--- src/design/test_mem_pkg.sv ---
package test_mem_pkg;

  //------------------------------
  // Memory geometry
  //------------------------------

  // Physical size in bytes, wider addresses wrap onto it
  localparam int mem_size_bytes = 256;

  // Message widths
  localparam int data_width = 32;
  localparam int addr_width = 8;

  // One block is one data word
  localparam int bytes_per_word = data_width / 8;
  localparam int num_words      = mem_size_bytes / bytes_per_word;

  //------------------------------
  // Message field types
  //------------------------------

  typedef logic [0:0] msg_type_t;

  localparam msg_type_t msg_read  = 1'b0;
  localparam msg_type_t msg_write = 1'b1;

  typedef logic [addr_width-1:0] msg_addr_t;

  // Zero encodes a full-word access
  typedef logic [$clog2(bytes_per_word)-1:0] msg_len_t;

  // Decoded length, one bit wider so a full word fits
  typedef logic [$clog2(bytes_per_word):0] eff_len_t;

  typedef logic [data_width-1:0] msg_data_t;

  // Block index and byte position inside a block
  typedef logic [$clog2(num_words)-1:0]      word_addr_t;
  typedef logic [$clog2(bytes_per_word)-1:0] byte_offset_t;
  typedef logic [bytes_per_word-1:0]         byte_mask_t;

  //------------------------------
  // Messages
  //------------------------------

  typedef struct packed {
    msg_type_t msg_type;
    msg_addr_t addr;
    msg_len_t  len;
    msg_data_t data;
  } mem_req_t;

  // Type and len are echoed from the request
  typedef struct packed {
    msg_type_t msg_type;
    msg_len_t  len;
    msg_data_t data;
  } mem_resp_t;

  // Port stage to array
  typedef struct packed {
    word_addr_t   word_addr;
    byte_offset_t offset;
    byte_mask_t   wr_mask;
    msg_data_t    wr_data;   // already placed in its byte lanes
  } array_access_t;

endpackage

--- src/design/mem_port_stage.sv ---
module mem_port_stage (
  input  logic                        clk_i,
  input  logic                        reset_i,

  // Request channel
  input  logic                        memreq_val_i,
  output logic                        memreq_rdy_o,
  input  test_mem_pkg::mem_req_t      memreq_msg_i,

  // Response channel
  output logic                        memresp_val_o,
  input  logic                        memresp_rdy_i,
  output test_mem_pkg::mem_resp_t     memresp_msg_o,

  // Shared array side
  output test_mem_pkg::array_access_t access_o,
  output logic                        wr_en_o,
  input  test_mem_pkg::msg_data_t     rd_word_i
);
  import test_mem_pkg::*;

  logic                               val_q;
  mem_req_t                           req_q;

  logic [$clog2(mem_size_bytes)-1:0]  phys_addr;
  word_addr_t                         word_addr;
  byte_offset_t                       offset;
  eff_len_t                           eff_len;
  byte_mask_t                         wr_mask;
  msg_data_t                          wr_data;
  logic                               resp_fire;

  //------------------------------
  // Request register
  //------------------------------

  // Whole stage stalls while the response side is not ready
  always_ff @(posedge clk_i) begin
    if (reset_i) begin
      val_q <= 1'b0;
    end else if (memresp_rdy_i) begin
      val_q <= memreq_val_i;
    end
  end

  always_ff @(posedge clk_i) begin
    if (memresp_rdy_i) begin
      req_q <= memreq_msg_i;
    end
  end

  // Strict pipeline, ready goes straight back upstream
  assign memreq_rdy_o = memresp_rdy_i;

  //------------------------------
  // Address and length decode
  //------------------------------

  // Drop address bits beyond the physical memory
  assign phys_addr = req_q.addr[$clog2(mem_size_bytes)-1:0];

  assign word_addr = word_addr_t'(phys_addr >> $clog2(bytes_per_word));
  assign offset    = byte_offset_t'(phys_addr);

  // Length zero means the whole word
  assign eff_len = (req_q.len == '0) ? eff_len_t'(bytes_per_word)
                                     : eff_len_t'(req_q.len);

  // Bytes from offset up to offset+len-1, clipped at the block end
  always_comb begin
    wr_mask = '0;
    for (int b = 0; b < bytes_per_word; b++) begin
      if (b >= int'(offset) && b < int'(offset) + int'(eff_len)) begin
        wr_mask[b] = 1'b1;
      end
    end
  end

  // Move the low data bytes up to the addressed lanes
  assign wr_data = req_q.data << {offset, 3'b000};

  always_comb begin
    access_o.word_addr = word_addr;
    access_o.offset    = offset;
    access_o.wr_mask   = wr_mask;
    access_o.wr_data   = wr_data;
  end

  //------------------------------
  // Response
  //------------------------------

  assign memresp_val_o = val_q;
  assign resp_fire     = val_q && memresp_rdy_i;

  // Commit only on the accepted cycle so a stalled write never repeats
  assign wr_en_o = resp_fire && (req_q.msg_type == msg_write);

  // Block shifted down by the offset, zeros from the top.
  // For a write this is the block before the write lands
  always_comb begin
    memresp_msg_o.msg_type = req_q.msg_type;
    memresp_msg_o.len      = req_q.len;
    memresp_msg_o.data     = rd_word_i >> {offset, 3'b000};
  end

endmodule

--- config.mk ---
export PLATFORM = sky130hd
export DESIGN_NAME = mem_port_stage
export DESIGN_NICKNAME = d
export VERILOG_FILES = /design/src/design/test_mem_pkg.sv /design/src/design/mem_port_stage.sv
export SDC_FILE = /design/constraint.sdc
export NUM_CORES = 1
export LEC_CHECK = 0
export ABC_AREA = 0
export BUFFER_PORTS_ARGS = -buffer_cell sky130_fd_sc_hd__buf_2
export CAP_MARGIN = 30
export CORE_MARGIN = 2
export CORE_UTILIZATION = 33
export CTS_CLUSTER_SIZE = 40
export DETAILED_ROUTE_END_ITERATION = 10
export GPL_ROUTABILITY_DRIVEN = 0
export PLACE_DENSITY = 0.71
export SETUP_SLACK_MARGIN = 0.4
export SLEW_MARGIN = 5
export SYNTH_ARGS = -nofsm -noshare
export SYNTH_HDL_FRONTEND = slang
export SYNTH_SLANG_ARGS = --single-unit
--- constraint.sdc ---
create_clock -name clk_i -period 2.4 [get_ports clk_i]
set_input_delay 0.24 -clock clk_i [delete_from_list [all_inputs] [get_ports clk_i]]
set_output_delay 0.24 -clock clk_i [all_outputs]
set_load 0.05 [all_outputs]
-- After elaboration in Yosys (flattened, before gate mapping)
Cells that the tools add are included.
- bits in read-only memories: 0
- latch bits: 0
- output and inout port bits: 82
- register bits after elaboration: 44
- memory bits (writable): 0
- memories: 0
- logic and storage cells: 26
- multiplexer cells: 5
- bitwise logic cells: 0
- shifts and indexed selects: 2
- equality and inequality tests: 0
- $add $sub $neg: 1
- divide/modulo/power cells: 0
- multipliers: 0
- reductions and logical operators: 6
- order comparisons: 7
- operators by type and width (operator ; number):
    $lt 1x32->1 const A ; 1
    $lt 2x32->1 const A ; 1
    $lt 3x32->1 const A ; 1
    $shl 32x5->32 ; 1
    $shr 32x5->32 ; 1
    $logic_and 1x1->1 ; 5
    $add 2x3->4 ; 1
    $ge 1x2->1 const A ; 2
    $lt 2x4->1 const A ; 1
    $mux 1 ; 4
    $mux 3 ; 1
    $ge 2x2->1 const A ; 1
    $logic_not 2->1 ; 1

-- Longest topological paths before layout
- depth in word-level cells: 6
- gate-level depth with buffers: 7
- depth with buffers taken out: 6

-- Worst setup path before layout
No wires, ideal clock.
- path type: reg2out
- start point: register req_q (netlist bit phys_addr[1])
- end point: output port access_o[34] (netlist bit)
- cell stages (with the launch flop): 7
- setup slack: -0.898 ns
- data arrival time: 3.058 ns
- data required time: 2.160 ns
- cells stage by stage: edfxtp_1 buf_4 buf_2 inv_1 fa_1 mux2i_1 a2bb2oi_1
- RTL lines (element ; line ; RTL):
    start, declared ; mem_port_stage.sv:23 ; mem_req_t req_q;
    start signal, assigned ; mem_port_stage.sv:48 ; req_q <= memreq_msg_i;
    end, declared ; mem_port_stage.sv:16 ; output test_mem_pkg::array_access_t access_o,

==> reports/qor.yml <==
run_status:
  status: "complete, no violations"
timing:
  rsz0062_at_grt: "true"
  period_share_pct: 92.6
  layout_setup_ws_ps: 177
  holdWs_ps: 96.6
  tightest_slew_ps: 264
  tns_ps: 0
  slew_violations: 0
  setup_viol: 0
  slew_headroom_pct: 81.9
  max_freq_ghz: 0.450
  fin_crit_ps: 2220
  timing.final.hold_violations: 0
  skew_ps: 0
route:
  first_pass_iters: 4
  wire_per_inst_um: 18.0
  drtIter0Drc: 94
  avgViaCountPerCell: 4.81
  routed_wl_um: 9210
  drc_errors: 0
  vias: 2456
  ant_nets: 0
floorplan:
  die-area_um2: 8480
  die_height_um: 92.1
  start_util_pct: 33.7
  dieWidth_um: 92.1
  rows: 32
  core-area_um2: 7610
  num_io_pins: 161
finish:
  n_fill_cell: 592
  area_growth_pct: 89.5
  drive_above_1_share_pct: 74.5
  fin_nets: 489
  final_area_um2: 4850
  final_cells: 511
yosys:
  syn_area_um2: 2560
  ys_types: 22
  synth.avg_cell_area_um2: 10.8
  ys_seq_area_share_pct: 51.2
  synth_nets: 318
  synth.yosys.warnings: 0
  syn-instance-count: 236
  ys_ff_latch: 44
worst_setup_path:
  critical_path_class: "reg -> out"
  r2r_slack_ps: 1810
  cp_max_fo: 3
  cpPeakStageDelay_ps: 370
  crit_slowest_cell: "edfxtp_1"
  end_kind: "output pin"
  rr_worst_depth: 2
  crit_required_ps: 2160
  regToRegStartpoint: "memresp_val_o$_SDFFE_PP0P_"
  cp-start-kind: "flip-flop"
  critical_path_arrival_ps: 1980
  r2r_end: "memresp_val_o$_SDFFE_PP0P_"
  path_cells: "ha_2 > inv_2 > fa_2 > a211oi_4 > mux2i_4 > o21a_4 > buf_8"
hold_path:
  hp-start: "reset_i"
  hold_path_depth: 2
  hold_end: "memresp_val_o$_SDFFE_PP0P_"
  hold_class: "in -> reg"
global_routing:
  grt_pass1_wl_um: 12200
  grt_overflow: 0
  grt_max_degree: 32
  grt_pass1_vias: 2448
  track_usage_pct: 18.4
  grt_antenna_before_repair: 1
cts:
  htreeDepth: 2
  clk_latency_ps: 290
  clkSinkCount: 44
  cts_tree: "built"
  hold_buffers: 0
  cts_buffer_depth: 2
  path_clk_slew_ps: 80
  cts-root-buf: "clkbuf_8"
  cts_made_buffers: 5
placed_design:
  numPortBuffers: 160
  numPlacedInstances: 478
  dpl-instance-area_um2: 3430
  place_hpwl_um: 4970
  place_ws_ps: 292
power:
  powerDensity_nw_per_um2: 598
  peakVddDrop_mv: 0.429
  leakage_nw: 2.15
job:
  drv_cap: 0
-- worst max-delay path by stage --
stage,startpoint,endpoint,slack [ps],cells past startpoint
after floorplan,phys_addr[1]$_DFFE_PP_,access_o[34],230,6
after CTS,memresp_msg_o[32]$_DFFE_PP_,access_o[33],140,7
after global routing,phys_addr[0]$_DFFE_PP_,access_o[33],100,7
final,phys_addr[0]$_DFFE_PP_,access_o[33],180,7
after global placement,memresp_msg_o[32]$_DFFE_PP_,access_o[33],420,7
after detailed placement,memresp_msg_o[32]$_DFFE_PP_,access_o[33],290,7
-- stage by stage --
stage,utilization (%),power (W)
floorplan,-,0.00174
global placement,45.1,0.00197
detailed placement,45.1,0.00198
CTS,53.8,0.00266
global route,63.7,0.00302
finish,63.8,0.00290
-- logic make-up (layout without fill, tap and decap cells) --
group / after synthesis / count (layout) / share of synthesized area [%]
AOI/OAI and AO/OA: 51 / 51 / 11.9
adders and majority gates: 3 / 3 / 1.76
buffers and inverters: 34 / 206 / 8.16
DFF: 44 / 44 / 51.2
muxes: 34 / 34 / 13.3
other: 0 / 1 / 0
and+or+nand+nor: 70 / 70 / 13.7
-- sequential cells by signal, indices dropped and copies added, names as in the netlist --
register	flops
memresp_val_o	1
phys_addr	8
req_q	32
memresp_msg_o	3
-- area by class of cell --
type | instances | area, um2 | share of cell area [%]
diodes | 1 | 2.50 | 0.0516
clock buffers | 6 | 72.6 | 1.50
multi-input cells | 158 | 1660 | 34.2
well taps | 102 | 128 | 2.63
repair buffers | 194 | 1650 | 33.9
inverters | 4 | 17.5 | 0.361
flip-flops and latches | 44 | 1310 | 27.0
clock inverters | 2 | 16.3 | 0.335
-- synthesized netlist by cell type --
master | n | area (um2)
edfxtp_1 | 43 | 1290
mux2i_1 | 34 | 340
nor2_1 | 19 | 71.3
nor2b_1 | 18 | 113
a211oi_1 | 17 | 128
buf_4 | 17 | 128
a21oi_1 | 16 | 80.1
and2_1 | 16 | 100
nand2_1 | 16 | 60.1
o21ai_0 | 11 | 55.1
buf_2 | 7 | 35.0
o21ai_1 | 5 | 25.0
clkbuf_1 | 4 | 15.0
inv_1 | 4 | 15.0
ha_1 | 2 | 25.0
a2bb2oi_1 | 1 | 8.76
and3_1 | 1 | 6.26
buf_6 | 1 | 11.3
clkbuf_2 | 1 | 5.00
dfxtp_1 | 1 | 20.0
fa_1 | 1 | 20.0
o21a_1 | 1 | 7.51
-- power by group --
group / internal [W] / leakage [nW] / total (W) / switching [W]
Clock: 0.000207 / 0.0414 / 0.000461 / 0.000253
Combinational: 0.000581 / 1.68 / 0.00148 / 0.000900
Sequential: 0.000912 / 0.429 / 0.000958 / 0.0000460
Total: 0.00170 / 2.15 / 0.00290 / 0.00120
-- metal layers --
| metal | GRT usage (%) | vias to the layer above | wire length [um] |
|---|---|---|---|
| met3 | 4.03 | 4 | 413 |
| met5 | 0 | - | 0 |
| met4 | 3.73 | 0 | 36 |
| met1 | 21.2 | 1175 | 3590 |
| li1 | - | 1184 | - |
| met2 | 34.9 | 93 | 5170 |
-- repair_timing --
action,in CTS,in global routing
endpoints found under the setup margin,51,59
pin swaps,10,24
gates cloned,5,5
hold endpoints to repair,0,0
resized for setup,111,165
setup buffers,13,1
-- placed cells by master (no fill, tap or decap), drive strengths merged --
cell | Yosys | routed
nor2 | 19 | 19
ha | 2 | 2
a21oi | 16 | 16
mux2i | 34 | 34
clkinv | 0 | 1
clkbuf | 5 | 13
nor2b | 18 | 18
and3 | 1 | 1
o21ai | 16 | 16
and2 | 16 | 16
inv | 4 | 4
dfxtp | 1 | 1
nand2 | 16 | 16
bufbuf | 0 | 1
fa | 1 | 1
buf | 25 | 186
a211oi | 17 | 17
a2bb2oi | 1 | 1
o21a | 1 | 1
clkinvlp | 0 | 1
diode | 0 | 1
edfxtp | 43 | 43
-- worst max-delay path: cells and delay by family, from the launching register on --
kind	cells	cell delay, ps
AOI/OAI and AO/OA	2	430
DFF	1	370
adders and majority gates	2	570
buffers and inverters	2	180
muxes	1	130
No activity file was read; power rests on OpenSTA's default activity.
